--- src/hdl/occl_settings.svh ---
// occlusion grid settings: grid geometry, data widths, block word packing and FIFO sizing
`ifndef OCCL_SETTINGS_SVH
`define OCCL_SETTINGS_SVH

// grid geometry
`define OCCL_GRID_DIM       20
`define OCCL_GRID_CENTER    10

// sign-magnitude anchor coordinates
`define OCCL_COORD_W        16
`define OCCL_FRAC_W         6   // fraction bits of a coordinate
`define OCCL_ANCHOR_AW      10

// block sram, 7 cells of valid + depth per word
`define OCCL_BLOCK_AW       6
`define OCCL_BLOCK_DW       64
`define OCCL_LANES          7
`define OCCL_WORDS_PER_ROW  3
`define OCCL_DEPTH_W        8

`define OCCL_FOCAL_W        8

// cell buffering between projector and merger
`define OCCL_FIFO_DEPTH     8
`define OCCL_PIPE_SLACK     4   // anchors in flight from read to push

`endif

--- src/hdl/occl_pkg.sv ---
// occlusion grid package: vector types, anchor/cell/request structs and the fetch FSM states
`include "occl_settings.svh"

package occl_pkg;

    typedef logic [`OCCL_COORD_W-1:0]   coord_t;    // [15] sign, [14:0] magnitude
    typedef logic [`OCCL_ANCHOR_AW-1:0] anchor_addr_t;
    typedef logic [`OCCL_BLOCK_AW-1:0]  block_addr_t;
    typedef logic [`OCCL_BLOCK_DW-1:0]  block_word_t;
    typedef logic [`OCCL_DEPTH_W-1:0]   depth_t;
    typedef logic [2:0]                 lane_t;
    typedef logic [`OCCL_FOCAL_W-1:0]   focal_t;

    // anchor sram word
    typedef struct packed {
        coord_t x;
        coord_t y;
        coord_t z;
    } anchor_t;

    // one projected cell
    typedef struct packed {
        block_addr_t addr;
        lane_t       lane;
        depth_t      depth;
    } cell_t;

    // block sram request, wen high = write
    typedef struct packed {
        logic        cen_n;
        logic        wen;
        block_addr_t addr;
        block_word_t wdata;
    } blk_req_t;

    typedef enum logic [1:0] {
        IDLE,
        READ,
        DRAIN
    } fetch_state_t;

endpackage

--- src/hdl/anchor_fetch.sv ---
// anchor fetcher: walks the anchor sram range one read per cycle with fifo back-pressure
`timescale 1ns/100ps
`include "occl_settings.svh"

module anchor_fetch (
    input  logic                              clk,
    input  logic                              rstn,
    input  logic                              start_i,
    input  occl_pkg::anchor_addr_t            addr_start_i,
    input  occl_pkg::anchor_addr_t            addr_end_i,
    input  logic [$clog2(`OCCL_FIFO_DEPTH):0] fifo_count_i,
    output logic                              rd_cen_n_o,
    output occl_pkg::anchor_addr_t            rd_addr_o,
    output logic                              range_done_o,
    output logic                              busy_o
);
    import occl_pkg::*;

    localparam int CNT_W   = $clog2(`OCCL_FIFO_DEPTH) + 1;
    localparam int DRAIN_W = $clog2(`OCCL_PIPE_SLACK);
    localparam logic [CNT_W-1:0]   STALL_LVL = CNT_W'(`OCCL_FIFO_DEPTH - `OCCL_PIPE_SLACK);
    localparam logic [DRAIN_W-1:0] DRAIN_LAST = DRAIN_W'(`OCCL_PIPE_SLACK - 1);

    fetch_state_t       state;
    anchor_addr_t       addr_q;
    anchor_addr_t       end_q;
    logic [DRAIN_W-1:0] drain_cnt;
    logic               stall;
    logic               rd_fire;
    logic               last_rd;
    logic               drain_end;

    // keep room in the fifo for everything already in the pipe
    assign stall     = fifo_count_i >= STALL_LVL;
    assign rd_fire   = (state == READ) && !stall;
    assign last_rd   = rd_fire && (addr_q == end_q);
    assign drain_end = (state == DRAIN) && (drain_cnt == DRAIN_LAST);

    assign rd_cen_n_o   = !rd_fire;
    assign rd_addr_o    = addr_q;
    assign range_done_o = drain_end;
    assign busy_o       = (state != IDLE);

    always_ff @(posedge clk) begin
        if (!rstn) begin
            state     <= IDLE;
            drain_cnt <= '0;
            addr_q    <= '0;
        end else begin
            case (state)
                IDLE: begin
                    if (start_i) begin
                        state  <= READ;
                        addr_q <= addr_start_i;
                    end
                end
                READ: begin
                    if (last_rd) begin
                        state <= DRAIN;
                    end else if (rd_fire) begin
                        addr_q <= addr_q + 1'b1;
                    end
                end
                DRAIN: begin
                    if (drain_end) begin
                        state <= IDLE;
                    end
                end
                default: state <= IDLE;
            endcase
            drain_cnt <= (state == DRAIN) ? drain_cnt + 1'b1 : '0;
        end
    end

    // end address held for the whole pass
    always_ff @(posedge clk) begin
        if (state == IDLE && start_i) begin
            end_q <= addr_end_i;
        end
    end

endmodule

--- src/hdl/anchor_project.sv ---
// anchor projector: three-stage pipe from anchor coordinates to grid cell address, lane and depth
`timescale 1ns/100ps
`include "occl_settings.svh"

module anchor_project (
    input  logic              clk,
    input  logic              rstn,
    input  logic              rd_fire_i,
    input  occl_pkg::anchor_t anchor_i,
    input  occl_pkg::focal_t  focal_i,
    output logic              cell_valid_o,
    output occl_pkg::cell_t   cell_o,
    output logic              in_flight_o
);
    import occl_pkg::*;

    localparam int MAG_W  = `OCCL_COORD_W - 1;
    localparam int PROD_W = MAG_W + `OCCL_FOCAL_W;
    localparam int BIN_W  = MAG_W - `OCCL_FRAC_W;  // integer part of z
    localparam int POS_W  = $clog2(`OCCL_GRID_DIM);
    localparam logic [POS_W-1:0]  CTR     = POS_W'(`OCCL_GRID_CENTER);
    localparam logic [PROD_W-1:0] NEG_LIM = PROD_W'(`OCCL_GRID_CENTER);
    localparam logic [PROD_W-1:0] POS_LIM = PROD_W'(`OCCL_GRID_DIM - `OCCL_GRID_CENTER - 1);

    logic              fire_d;  // data valid on anchor_i

    logic              s1_v;
    logic [PROD_W-1:0] s1_px;
    logic [PROD_W-1:0] s1_py;
    logic              s1_sx;
    logic              s1_sy;
    coord_t            s1_z;

    logic              s2_v;
    logic [PROD_W-1:0] s2_qx;
    logic [PROD_W-1:0] s2_qy;
    logic              s2_sx;
    logic              s2_sy;
    depth_t            s2_bin;
    logic              s2_bin_ok;

    logic [PROD_W-1:0] div;
    logic [BIN_W-1:0]  zint;
    logic [POS_W-1:0]  col;
    logic [POS_W-1:0]  row;
    logic              col_ok;
    logic              row_ok;

    always_ff @(posedge clk) begin
        if (!rstn) begin
            fire_d       <= 1'b0;
            s1_v         <= 1'b0;
            s2_v         <= 1'b0;
            cell_valid_o <= 1'b0;
        end else begin
            fire_d       <= rd_fire_i;
            s1_v         <= fire_d;
            s2_v         <= s1_v;
            cell_valid_o <= s2_v && col_ok && row_ok && s2_bin_ok;
        end
    end

    // stage 1: scale magnitudes by focal
    always_ff @(posedge clk) begin
        s1_px <= PROD_W'(anchor_i.x[MAG_W-1:0]) * PROD_W'(focal_i);
        s1_py <= PROD_W'(anchor_i.y[MAG_W-1:0]) * PROD_W'(focal_i);
        s1_sx <= anchor_i.x[MAG_W];
        s1_sy <= anchor_i.y[MAG_W];
        s1_z  <= anchor_i.z;
    end

    // stage 2: divide by z, fraction bits cancel out
    assign div  = (s1_z[MAG_W-1:0] == '0) ? PROD_W'(1) : PROD_W'(s1_z[MAG_W-1:0]);
    assign zint = s1_z[MAG_W-1:`OCCL_FRAC_W];

    always_ff @(posedge clk) begin
        s2_qx     <= s1_px / div;
        s2_qy     <= s1_py / div;
        s2_sx     <= s1_sx;
        s2_sy     <= s1_sy;
        s2_bin    <= zint[`OCCL_DEPTH_W-1:0];
        // negative z or bin outside 1..255 is behind or too far
        s2_bin_ok <= !s1_z[MAG_W] && (zint != '0) && (zint[BIN_W-1:`OCCL_DEPTH_W] == '0);
    end

    // stage 3: offset from center and range test
    assign col_ok = s2_sx ? (s2_qx <= NEG_LIM) : (s2_qx <= POS_LIM);
    assign row_ok = s2_sy ? (s2_qy <= NEG_LIM) : (s2_qy <= POS_LIM);
    assign col    = s2_sx ? CTR - s2_qx[POS_W-1:0] : CTR + s2_qx[POS_W-1:0];
    assign row    = s2_sy ? CTR - s2_qy[POS_W-1:0] : CTR + s2_qy[POS_W-1:0];

    always_ff @(posedge clk) begin
        cell_o.addr  <= block_addr_t'(row * `OCCL_WORDS_PER_ROW + col / `OCCL_LANES);
        cell_o.lane  <= lane_t'(col % `OCCL_LANES);
        cell_o.depth <= s2_bin;
    end

    assign in_flight_o = fire_d || s1_v || s2_v || cell_valid_o;

endmodule

--- src/hdl/cell_fifo.sv ---
// cell FIFO: register-array buffer of projected cells with fill level for back-pressure
`timescale 1ns/100ps
`include "occl_settings.svh"

module cell_fifo (
    input  logic                              clk,
    input  logic                              rstn,
    input  logic                              push_i,
    input  occl_pkg::cell_t                   cell_i,
    input  logic                              pop_i,
    output occl_pkg::cell_t                   cell_o,
    output logic                              empty_o,
    output logic [$clog2(`OCCL_FIFO_DEPTH):0] count_o
);
    import occl_pkg::*;

    localparam int PTR_W = $clog2(`OCCL_FIFO_DEPTH);
    localparam logic [PTR_W:0] FULL_LVL = (PTR_W + 1)'(`OCCL_FIFO_DEPTH);

    cell_t            mem [`OCCL_FIFO_DEPTH];
    logic [PTR_W-1:0] wr_ptr;
    logic [PTR_W-1:0] rd_ptr;
    logic [PTR_W:0]   count;
    logic             do_push;
    logic             do_pop;

    assign do_push = push_i && (count != FULL_LVL);
    assign do_pop  = pop_i && (count != '0);

    always_ff @(posedge clk) begin
        if (!rstn) begin
            wr_ptr <= '0;
            rd_ptr <= '0;
            count  <= '0;
        end else begin
            if (do_push) begin
                wr_ptr <= wr_ptr + 1'b1;
            end
            if (do_pop) begin
                rd_ptr <= rd_ptr + 1'b1;
            end
            case ({do_push, do_pop})
                2'b10:   count <= count + 1'b1;
                2'b01:   count <= count - 1'b1;
                default: count <= count;
            endcase
        end
    end

    always_ff @(posedge clk) begin
        if (do_push) begin
            mem[wr_ptr] <= cell_i;
        end
    end

    assign cell_o  = mem[rd_ptr];   // head visible without pop
    assign empty_o = (count == '0);
    assign count_o = count;

endmodule

--- src/hdl/depth_merge.sv ---
// depth merger: read-modify-write of one block sram word per cell, nearest depth wins
`timescale 1ns/100ps
`include "occl_settings.svh"

module depth_merge (
    input  logic                  clk,
    input  logic                  rstn,
    input  occl_pkg::cell_t       cell_i,
    input  logic                  empty_i,
    output logic                  pop_o,
    output occl_pkg::blk_req_t    blk_req_o,
    input  occl_pkg::block_word_t blk_rdata_i,
    output logic                  idle_o
);
    import occl_pkg::*;

    localparam int CELL_W = `OCCL_DEPTH_W + 1;  // valid + depth

    logic              wr_phase;
    cell_t             cell_q;
    logic [CELL_W-1:0] old_cell;
    logic [CELL_W-1:0] new_cell;
    logic              take;
    block_word_t       merged;

    // read cycle pops the head, write cycle follows
    assign pop_o  = !wr_phase && !empty_i;
    assign idle_o = !wr_phase;

    always_ff @(posedge clk) begin
        if (!rstn) begin
            wr_phase <= 1'b0;
        end else begin
            wr_phase <= pop_o;
        end
    end

    always_ff @(posedge clk) begin
        if (pop_o) begin
            cell_q <= cell_i;
        end
    end

    assign old_cell = blk_rdata_i[cell_q.lane * CELL_W +: CELL_W];

    // empty lane or a nearer anchor
    assign take     = !old_cell[CELL_W-1] || (cell_q.depth < old_cell[`OCCL_DEPTH_W-1:0]);
    assign new_cell = take ? {1'b1, cell_q.depth} : old_cell;

    always_comb begin
        merged = blk_rdata_i;  // other lanes and the spare top bit pass through
        merged[cell_q.lane * CELL_W +: CELL_W] = new_cell;
    end

    always_comb begin
        blk_req_o.cen_n = !(pop_o || wr_phase);
        blk_req_o.wen   = wr_phase;
        blk_req_o.addr  = wr_phase ? cell_q.addr : cell_i.addr;
        blk_req_o.wdata = wr_phase ? merged : '0;
    end

endmodule

--- src/hdl/occl_grid_top.sv ---
// occlusion grid top: fetcher, projector, cell FIFO and depth merger with completion tracking
`timescale 1ns/100ps
`include "occl_settings.svh"

module occl_grid_top (
    input  logic                   clk,
    input  logic                   rstn,
    input  logic                   start_i,
    input  occl_pkg::anchor_addr_t addr_start_i,
    input  occl_pkg::anchor_addr_t addr_end_i,
    input  occl_pkg::focal_t       focal_i,
    output logic                   anchor_cen_n_o,
    output occl_pkg::anchor_addr_t anchor_addr_o,
    input  occl_pkg::anchor_t      anchor_data_i,
    output occl_pkg::blk_req_t     blk_req_o,
    input  occl_pkg::block_word_t  blk_rdata_i,
    output logic                   busy_o,
    output logic                   done_o
);
    import occl_pkg::*;

    logic                              fetch_start;
    logic                              fetch_busy;
    logic                              range_done;
    logic                              rd_fire;
    logic                              cell_valid;
    logic                              in_flight;
    cell_t                             proj_cell;
    cell_t                             head_cell;
    logic                              fifo_empty;
    logic [$clog2(`OCCL_FIFO_DEPTH):0] fifo_count;
    logic                              pop;
    logic                              merge_idle;
    logic                              range_seen;  // all reads issued, waiting on the tail
    logic                              drained;

    assign fetch_start = start_i && !busy_o;   // start while busy is dropped
    assign rd_fire     = !anchor_cen_n_o;

    anchor_fetch u_fetch (
        .clk          (clk),
        .rstn         (rstn),
        .start_i      (fetch_start),
        .addr_start_i (addr_start_i),
        .addr_end_i   (addr_end_i),
        .fifo_count_i (fifo_count),
        .rd_cen_n_o   (anchor_cen_n_o),
        .rd_addr_o    (anchor_addr_o),
        .range_done_o (range_done),
        .busy_o       (fetch_busy)
    );

    anchor_project u_project (
        .clk          (clk),
        .rstn         (rstn),
        .rd_fire_i    (rd_fire),
        .anchor_i     (anchor_data_i),
        .focal_i      (focal_i),
        .cell_valid_o (cell_valid),
        .cell_o       (proj_cell),
        .in_flight_o  (in_flight)
    );

    cell_fifo u_fifo (
        .clk     (clk),
        .rstn    (rstn),
        .push_i  (cell_valid),
        .cell_i  (proj_cell),
        .pop_i   (pop),
        .cell_o  (head_cell),
        .empty_o (fifo_empty),
        .count_o (fifo_count)
    );

    depth_merge u_merge (
        .clk         (clk),
        .rstn        (rstn),
        .cell_i      (head_cell),
        .empty_i     (fifo_empty),
        .pop_o       (pop),
        .blk_req_o   (blk_req_o),
        .blk_rdata_i (blk_rdata_i),
        .idle_o      (merge_idle)
    );

    assign drained = range_seen && !in_flight && fifo_empty && merge_idle;
    assign busy_o  = fetch_busy || range_seen;

    always_ff @(posedge clk) begin
        if (!rstn) begin
            range_seen <= 1'b0;
            done_o     <= 1'b0;
        end else begin
            done_o <= drained;  // single pulse, range_seen clears with it
            if (range_done) begin
                range_seen <= 1'b1;
            end else if (drained) begin
                range_seen <= 1'b0;
            end
        end
    end

endmodule

--- config.mk ---
export PLATFORM = sky130hd
export DESIGN_NAME = occl_grid_top
export DESIGN_NICKNAME = d
export VERILOG_FILES = /design/src/hdl/occl_pkg.sv /design/src/hdl/anchor_fetch.sv /design/src/hdl/anchor_project.sv /design/src/hdl/cell_fifo.sv /design/src/hdl/depth_merge.sv /design/src/hdl/occl_grid_top.sv
export VERILOG_INCLUDE_DIRS = /design/src /design/src/hdl
export SDC_FILE = /design/constraint.sdc
export NUM_CORES = 2
export LEC_CHECK = 0
export ABC_AREA = 1
export BUFFER_PORTS_ARGS = -buffer_cell sky130_fd_sc_hd__clkbuf_2
export CORE_MARGIN = 8
export CORE_UTILIZATION = 55
export CTS_CLUSTER_SIZE = 10
export DETAILED_ROUTE_END_ITERATION = 8
export GPL_TIMING_DRIVEN = 0
export PLACE_DENSITY = 0.73
export RECOVER_POWER = 25
export SYNTH_ARGS = -nofsm -noshare
export SYNTH_HDL_FRONTEND = slang
export SYNTH_SLANG_ARGS = --single-unit
--- constraint.sdc ---
create_clock -name clk -period 61.1 [get_ports clk]
set_input_delay 0 -clock clk [delete_from_list [all_inputs] [get_ports clk]]
set_output_delay 0 -clock clk [all_outputs]
set_load 0.02 [all_outputs]
## After elaboration in Yosys (flattened, before gate mapping)

Memory sizes are Yosys's and may differ from the RTL's. A register that Yosys moved wholly into a read port is not among the register bits.
Cells that the tools add are included.

| cells by class | value |
|---|---|
| reduce and logical (&&, ||, !) cells | 43 |
| order comparisons | 6 |
| divide/modulo/power cells | 4 |
| multipliers | 4 |
| add/subtract/negate cells | 12 |
| bitwise operators | 1 |
| mux-type cells | 24 |
| shift-type cells | 3 |
| eq/ne operators | 12 |

Operator list:

| operator | number |
|---|---|
| $le 23x4->1 const B | 4 |
| $bwmux 64 | 1 |
| $mux 64 | 1 |
| $shift 9x34->64 const A | 1 |
| $shiftx 64x8->9 | 1 |
| $shiftx 9x34->64 | 1 |
| $div 23x23->23 | 2 |
| $mul 15x8->23 | 2 |
| $neg 7->34 | 1 |
| $div 5x3->32 const B | 1 |
| $mod 5x3->32 const B | 1 |
| $mux 10 | 3 |
| $pmux 10 s2 | 1 |
| $logic_and 1x1->1 | 16 |
| $logic_not 15->1 | 1 |
| $mux 15 | 1 |
| $add 10x1->10 const B | 1 |
| $add 4x5->5 const A | 2 |
| $eq 10x10->1 | 1 |
| $mux 5 | 2 |
| $sub 4x5->5 const A | 2 |
| $logic_not 1->1 | 9 |
| $mux 9 | 1 |
| $reduce_bool 9->1 | 1 |
| other kinds (29) | 52 |

| storage, ports and cells | value |
|---|---|
| memories kept | 1 |
| ROM bits | 0 |
| bits in writable memories | 136 |
| bits in registers | 196 |
| latch bits | 0 |
| bits of input ports | 143 |
| output and inout port bits | 85 |
| logic and storage cells | 141 |

Memory list:

| memory | words | bits a word | rd ports | clocked after Yosys merged registers in | wr ports | line | text |
|---|---|---|---|---|---|---|---|
| u_fifo.mem | 8 | 17 | 1 | 1 | 1 | cell_fifo.sv:20 | `` cell_t mem [`OCCL_FIFO_DEPTH]; `` |

## Longest topological paths before layout

| logic depth | value |
|---|---|
| depth in word-level cells | 9 |
| depth in mapped cells | 419 |

## Modules after synthesis

From an unflattened synthesis, not the netlist that was laid out.

| unflattened totals | value |
|---|---|
| cell total of the unflattened synthesis | 6194 |
| area, all modules | 44754.2 um2 |

By module, submodules not included:

| module | times used | area an instance (um2) | cells an instance | sequential area each (um2) |
|---|---|---|---|---|
| anchor_project | 1 | 34768.3 | 5078 | 2842.7 |
| cell_fifo | 1 | 5935.7 | 477 | 4344.2 |
| depth_merge | 1 | 2566.2 | 422 | 530.5 |
| anchor_fetch | 1 | 1382.6 | 203 | 580.6 |
| occl_grid_top | 1 | 101.3 | 14 | 40.0 |

## Worst setup path before layout

No wires, ideal clock.

| path | value |
|---|---|
| kind | register to register |
| start point | register u_project.s1_z[12] |
| end point | register u_project.s2_qx[0] |
| data arrival time | 49.483 ns |
| stages on the path, launching flop included | 401 |
| path slack | 11.496 ns |
| buffers on the path | 23 |
| period minus slack after synthesis | 49.604 ns |
| cells stage by stage | dfxtp_1 -> inv_1 -> nand2_4 -> nor2_4 -> nand2_4 -> nand2_8 -> inv_6 -> buf_6 -> clkbuf_1 -> buf_1 -> ha_1 -> o21a_1 -> nor2_1 -> or2_1 -> inv_2 -> o21ai_1 -> inv_2 -> ha_1 -> [... 365 more ...] -> buf_6 -> buf_6 -> o21ai_1 -> inv_1 -> ha_1 -> nand4_1 -> nor4_1 -> o21a_1 -> o21a_1 -> o21ai_0 -> nand3b_1 -> a21oi_1 -> o21a_1 -> nand2_1 -> inv_1 -> nand2_1 -> nor2_1 -> nand3_1 |

| between the ends | value |
|---|---|
| longest elaborated chain between the ends | 3 |

RTL lines:

| what | line | text |
|---|---|---|
| start: declaration | anchor_project.sv:32 | `coord_t s1_z;` |
| start signal: assignment | anchor_project.sv:69 | `s1_z <= anchor_i.z;` |
| $logic_not 15->1 | anchor_project.sv:73 | `assign div = (s1_z[MAG_W-1:0] == '0) ? PROD_W'(1) : PROD_W'(s1_z[MAG_W-1:0]);` |
| $mux 15 * | anchor_project.sv:73 |  |
| $div 23x23->23 * | anchor_project.sv:77 | `s2_qx <= s1_px / div;` |
| end signal: assignment | anchor_project.sv:77 |  |
| end: declaration | anchor_project.sv:35 | `logic [PROD_W-1:0] s2_qx;` |

Mark *: on every way between the ends. The rest lies on a longest branch, timed or not.
A chain may end at the register's enable or synchronous reset.

## Worst setup path in the final report

| path | value |
|---|---|
| start point | register u_project.s1_z[13] |
| end point | register u_project.s2_qy[0] |

| between the ends | value |
|---|---|
| longest elaborated chain between the ends | 3 |

RTL lines:

| what | line | text |
|---|---|---|
| $logic_not 15->1 | anchor_project.sv:73 |  |
| $mux 15 * | anchor_project.sv:73 |  |
| $div 23x23->23 * | anchor_project.sv:78 | `s2_qy <= s1_py / div;` |
| end signal: assignment | anchor_project.sv:78 |  |
| end: declaration | anchor_project.sv:36 | `logic [PROD_W-1:0] s2_qy;` |

Marked as above.

==> flow_metrics.env <==
export IMPL_worstSetupStartpoint="u_project.s1_z[13]"
export IMPL_slew_headroom=0.118
export IMPL_cts_clk_slew_worst_paths_ns=0.06
export IMPL_layout_min_cycle_time_ns=55.09
export IMPL_htreeDepth=2
export IMPL_slowest_stage="dfxtp_1"
export IMPL_holdPathEnd="u_project.s1_z[5]"
export IMPL_die_y_microns=299
export IMPL_status="complete, no violations"
export IMPL_die_w_microns=299
export IMPL_route_detailed_drc=0
export IMPL_holdPathStages=2
export IMPL_cp_arrival_ns=55.56
export IMPL_postRouteAntennaNets=0
export IMPL_post_dp_hpwl_microns=98800
export IMPL_via_per_inst=5.42
export IMPL_clk_latency_ns=0.61
export IMPL_worst_slew_pin_slew_ns=1.32
export IMPL_yosysTopAreaCell="ha_1"
export IMPL_fin_util=0.613
export IMPL_cp_end_kind="flop"
export IMPL_cts_made_buffers=44
export IMPL_r2r_setup_slack_ns=6.01
export IMPL_fin_area_sq_um=49100
export IMPL_synthArstFlopShare=0
export IMPL_grt_use_total=0.267
export IMPL_areaGrowthSynthToFinish_pct=11.1
export IMPL_synthTopCellsByCount="nand2_1, inv_1, ha_1"
export IMPL_synthCells=6284
export IMPL_core_region_area_sq_um=80000
export IMPL_path_class="flop to flop"
export IMPL_cp_max_fo=27
export IMPL_grt_pass1_wl_microns=199000
export IMPL_post_place_ws_ns=1.80
export IMPL_grt_max_degree=31
export IMPL_netlist_cell_type_count=80
export IMPL_setup_viol=0
export IMPL_rows=104
export IMPL_skew_ns=0.0300
export IMPL_yosysMostFrequentCell="nand2_1"
export IMPL_period_share=0.902
export IMPL_slowest_delay_ns=0.60
export IMPL_ys_warn_count=0
export IMPL_synth_ff_type="dfxtp_1"
export IMPL_clockBufferDepth=3
export IMPL_drv_cap=0
export IMPL_r2r_end="u_project.s2_qy[0]"
export IMPL_cts_tree="built"
export IMPL_cts_sink_count=335
export IMPL_synth_seq_cells=335
export IMPL_gp_congestion=0.949
export IMPL_drtIter0Drc=2255
export IMPL_gr_total_overflow=0
export IMPL_syn_area_per_cell_sq_um=7.03
export IMPL_fin_nets=7494
export IMPL_critical_path_required_ns=61.57
export IMPL_hold_viol_final=0
export IMPL_cp_start_kind="flop"
export IMPL_dr_total_vias=41700
export IMPL_fmax_ghz=0.0182
export IMPL_io_buffers=189
export IMPL_cts_root_buf="clkbuf_16"
export IMPL_start_util=0.552
export IMPL_layout_drive_gt1_share=0.0992
export IMPL_min_delay_start="anchor_data_i[5]"
export IMPL_grt_pass1_vias=40100
export IMPL_setup_slack_ns=6.01
export IMPL_dpl_instance_area_sq_um=46800
export IMPL_syn_cell_area_sq_um=44200
export IMPL_routed_wl_microns=124000
export IMPL_rr_worst_depth=387
export IMPL_worstReg2RegStart="u_project.s1_z[13]"
export IMPL_whs_ns=0.0392
export IMPL_first_pass_iters=5
export IMPL_io_pins=228
export IMPL_cpMostUsedCell="nand2_1"
export IMPL_synth_area_leaders="ha_1, nand2_1, edfxtp_1, inv_1, dfxtp_1"
export IMPL_seq_area_frac_synth=0.189
export IMPL_routedWlPerCell_microns=16.1
export IMPL_hold_class="input pin to flop"
export IMPL_syn_num_nets=7178
export IMPL_die_area_sq_um=89600
export IMPL_antenna_found_initial=4
export IMPL_synth_edf_count=163
export IMPL_synth_top_area_share=0.167
export IMPL_drv_slew=0
routing by layer:
| layer | global-route usage | vias to the layer above | routed length, microns |
|---|---|---|---|
| met3 | 0.0295 | 269 | 6330 |
| met4 | 0.0959 | 2 | 4420 |
| met5 | 0 | - | 13 |
| met1 | 0.321 | 19300 | 52000 |
| met2 | 0.491 | 1059 | 61100 |
| li1 | - | 21100 | - |
sequential cells by signal, summed over array words and instances (netlist names), 2 cells and up, named ones only:
signal and flops:
u_fetch.drain_cnt 2, u_fetch.end_q 10, u_fetch.rd_addr_o 10, u_fetch.state 2, u_fifo.count_o 4, u_fifo.mem 136, u_fifo.rd_ptr 3, u_fifo.wr_ptr 3
u_merge.cell_q 17, u_project.cell_o 17, u_project.s1_px 23, u_project.s1_py 23, u_project.s1_z 16, u_project.s2_bin 8, u_project.s2_qx 23, u_project.s2_qy 23
worst max-delay path: cells and delay by family (launching register included):
family | cells | cell delay, ns
buffers and inverters | 61 | 8.43
adder cells (fa/ha/maj) | 22 | 6.65
flip-flops | 1 | 0.60
AND/OR/NAND/NOR | 169 | 15.90
AO/OA/AOI/OAI | 135 | 23.16
metrics by stage:
step / cells / TNS (ns)
after floorplan: 6284 / 0
after global placement: 7533 / 0
after detailed placement: 7551 / 0
after CTS: 7681 / 0
after global routing: 7695 / -0.297
final: 7696 / 0
logic make-up after synthesis:
group,Yosys count,synth area share
adders and majority gates,751,0.240
muxes,1,0.000255
and+or+nand+nor,2473,0.241
DFF,335,0.189
AOI/OAI and AO/OA,1176,0.154
xor gates and xnor gates,360,0.0714
buffers and inverters,1188,0.105
worst max-delay path by stage:
stage	slack, ns	end	cells after the start
after floorplan	11.50	u_project.s2_qx[0]	400
after global placement	1.15	u_project.s2_qx[0]	400
after detailed placement	1.80	u_project.s2_qx[0]	404
after CTS	1.47	u_project.s2_qx[0]	404
after global routing	-0.22	u_project.s2_qx[0]	409
final	6.01	u_project.s2_qy[0]	387
cell type report:
type	count	area [sq um]
multi-input cells	4762	31400
fillers	7338	31000
flip-flops and latches	335	8340
clock inverters	17	194
repair inverters	1	5.00
repair buffers	270	1870
plain buffers	191	915
inverters	995	3770
clock buffers	64	1200
well taps	1060	1330
diodes	1	2.50
cell usage in the layout (no fill, tap or decap), drive strengths merged, types with 69 or more instances in the layout:
cell type and instances:
nand2 1509, inv 985, ha 591, o21ai 534, nor2 464, clkbuf 408
a21oi 348, nand3 297, xnor2 192, dfxtp 172, xor2 168, edfxtp 163
fa 160, or2 69
timing repair:
action                                  4_1_cts  5_1_grt
hold buffers                                 49        0
resized for setup                             0      142
setup buffers                                 0       14
endpoints found under the hold margin        50        0
endpoints found under the setup margin        0        5
Power is left out: the tool's default activity adds up to more than one toggle a clock period on the data nets, which glitch-free logic cannot reach.
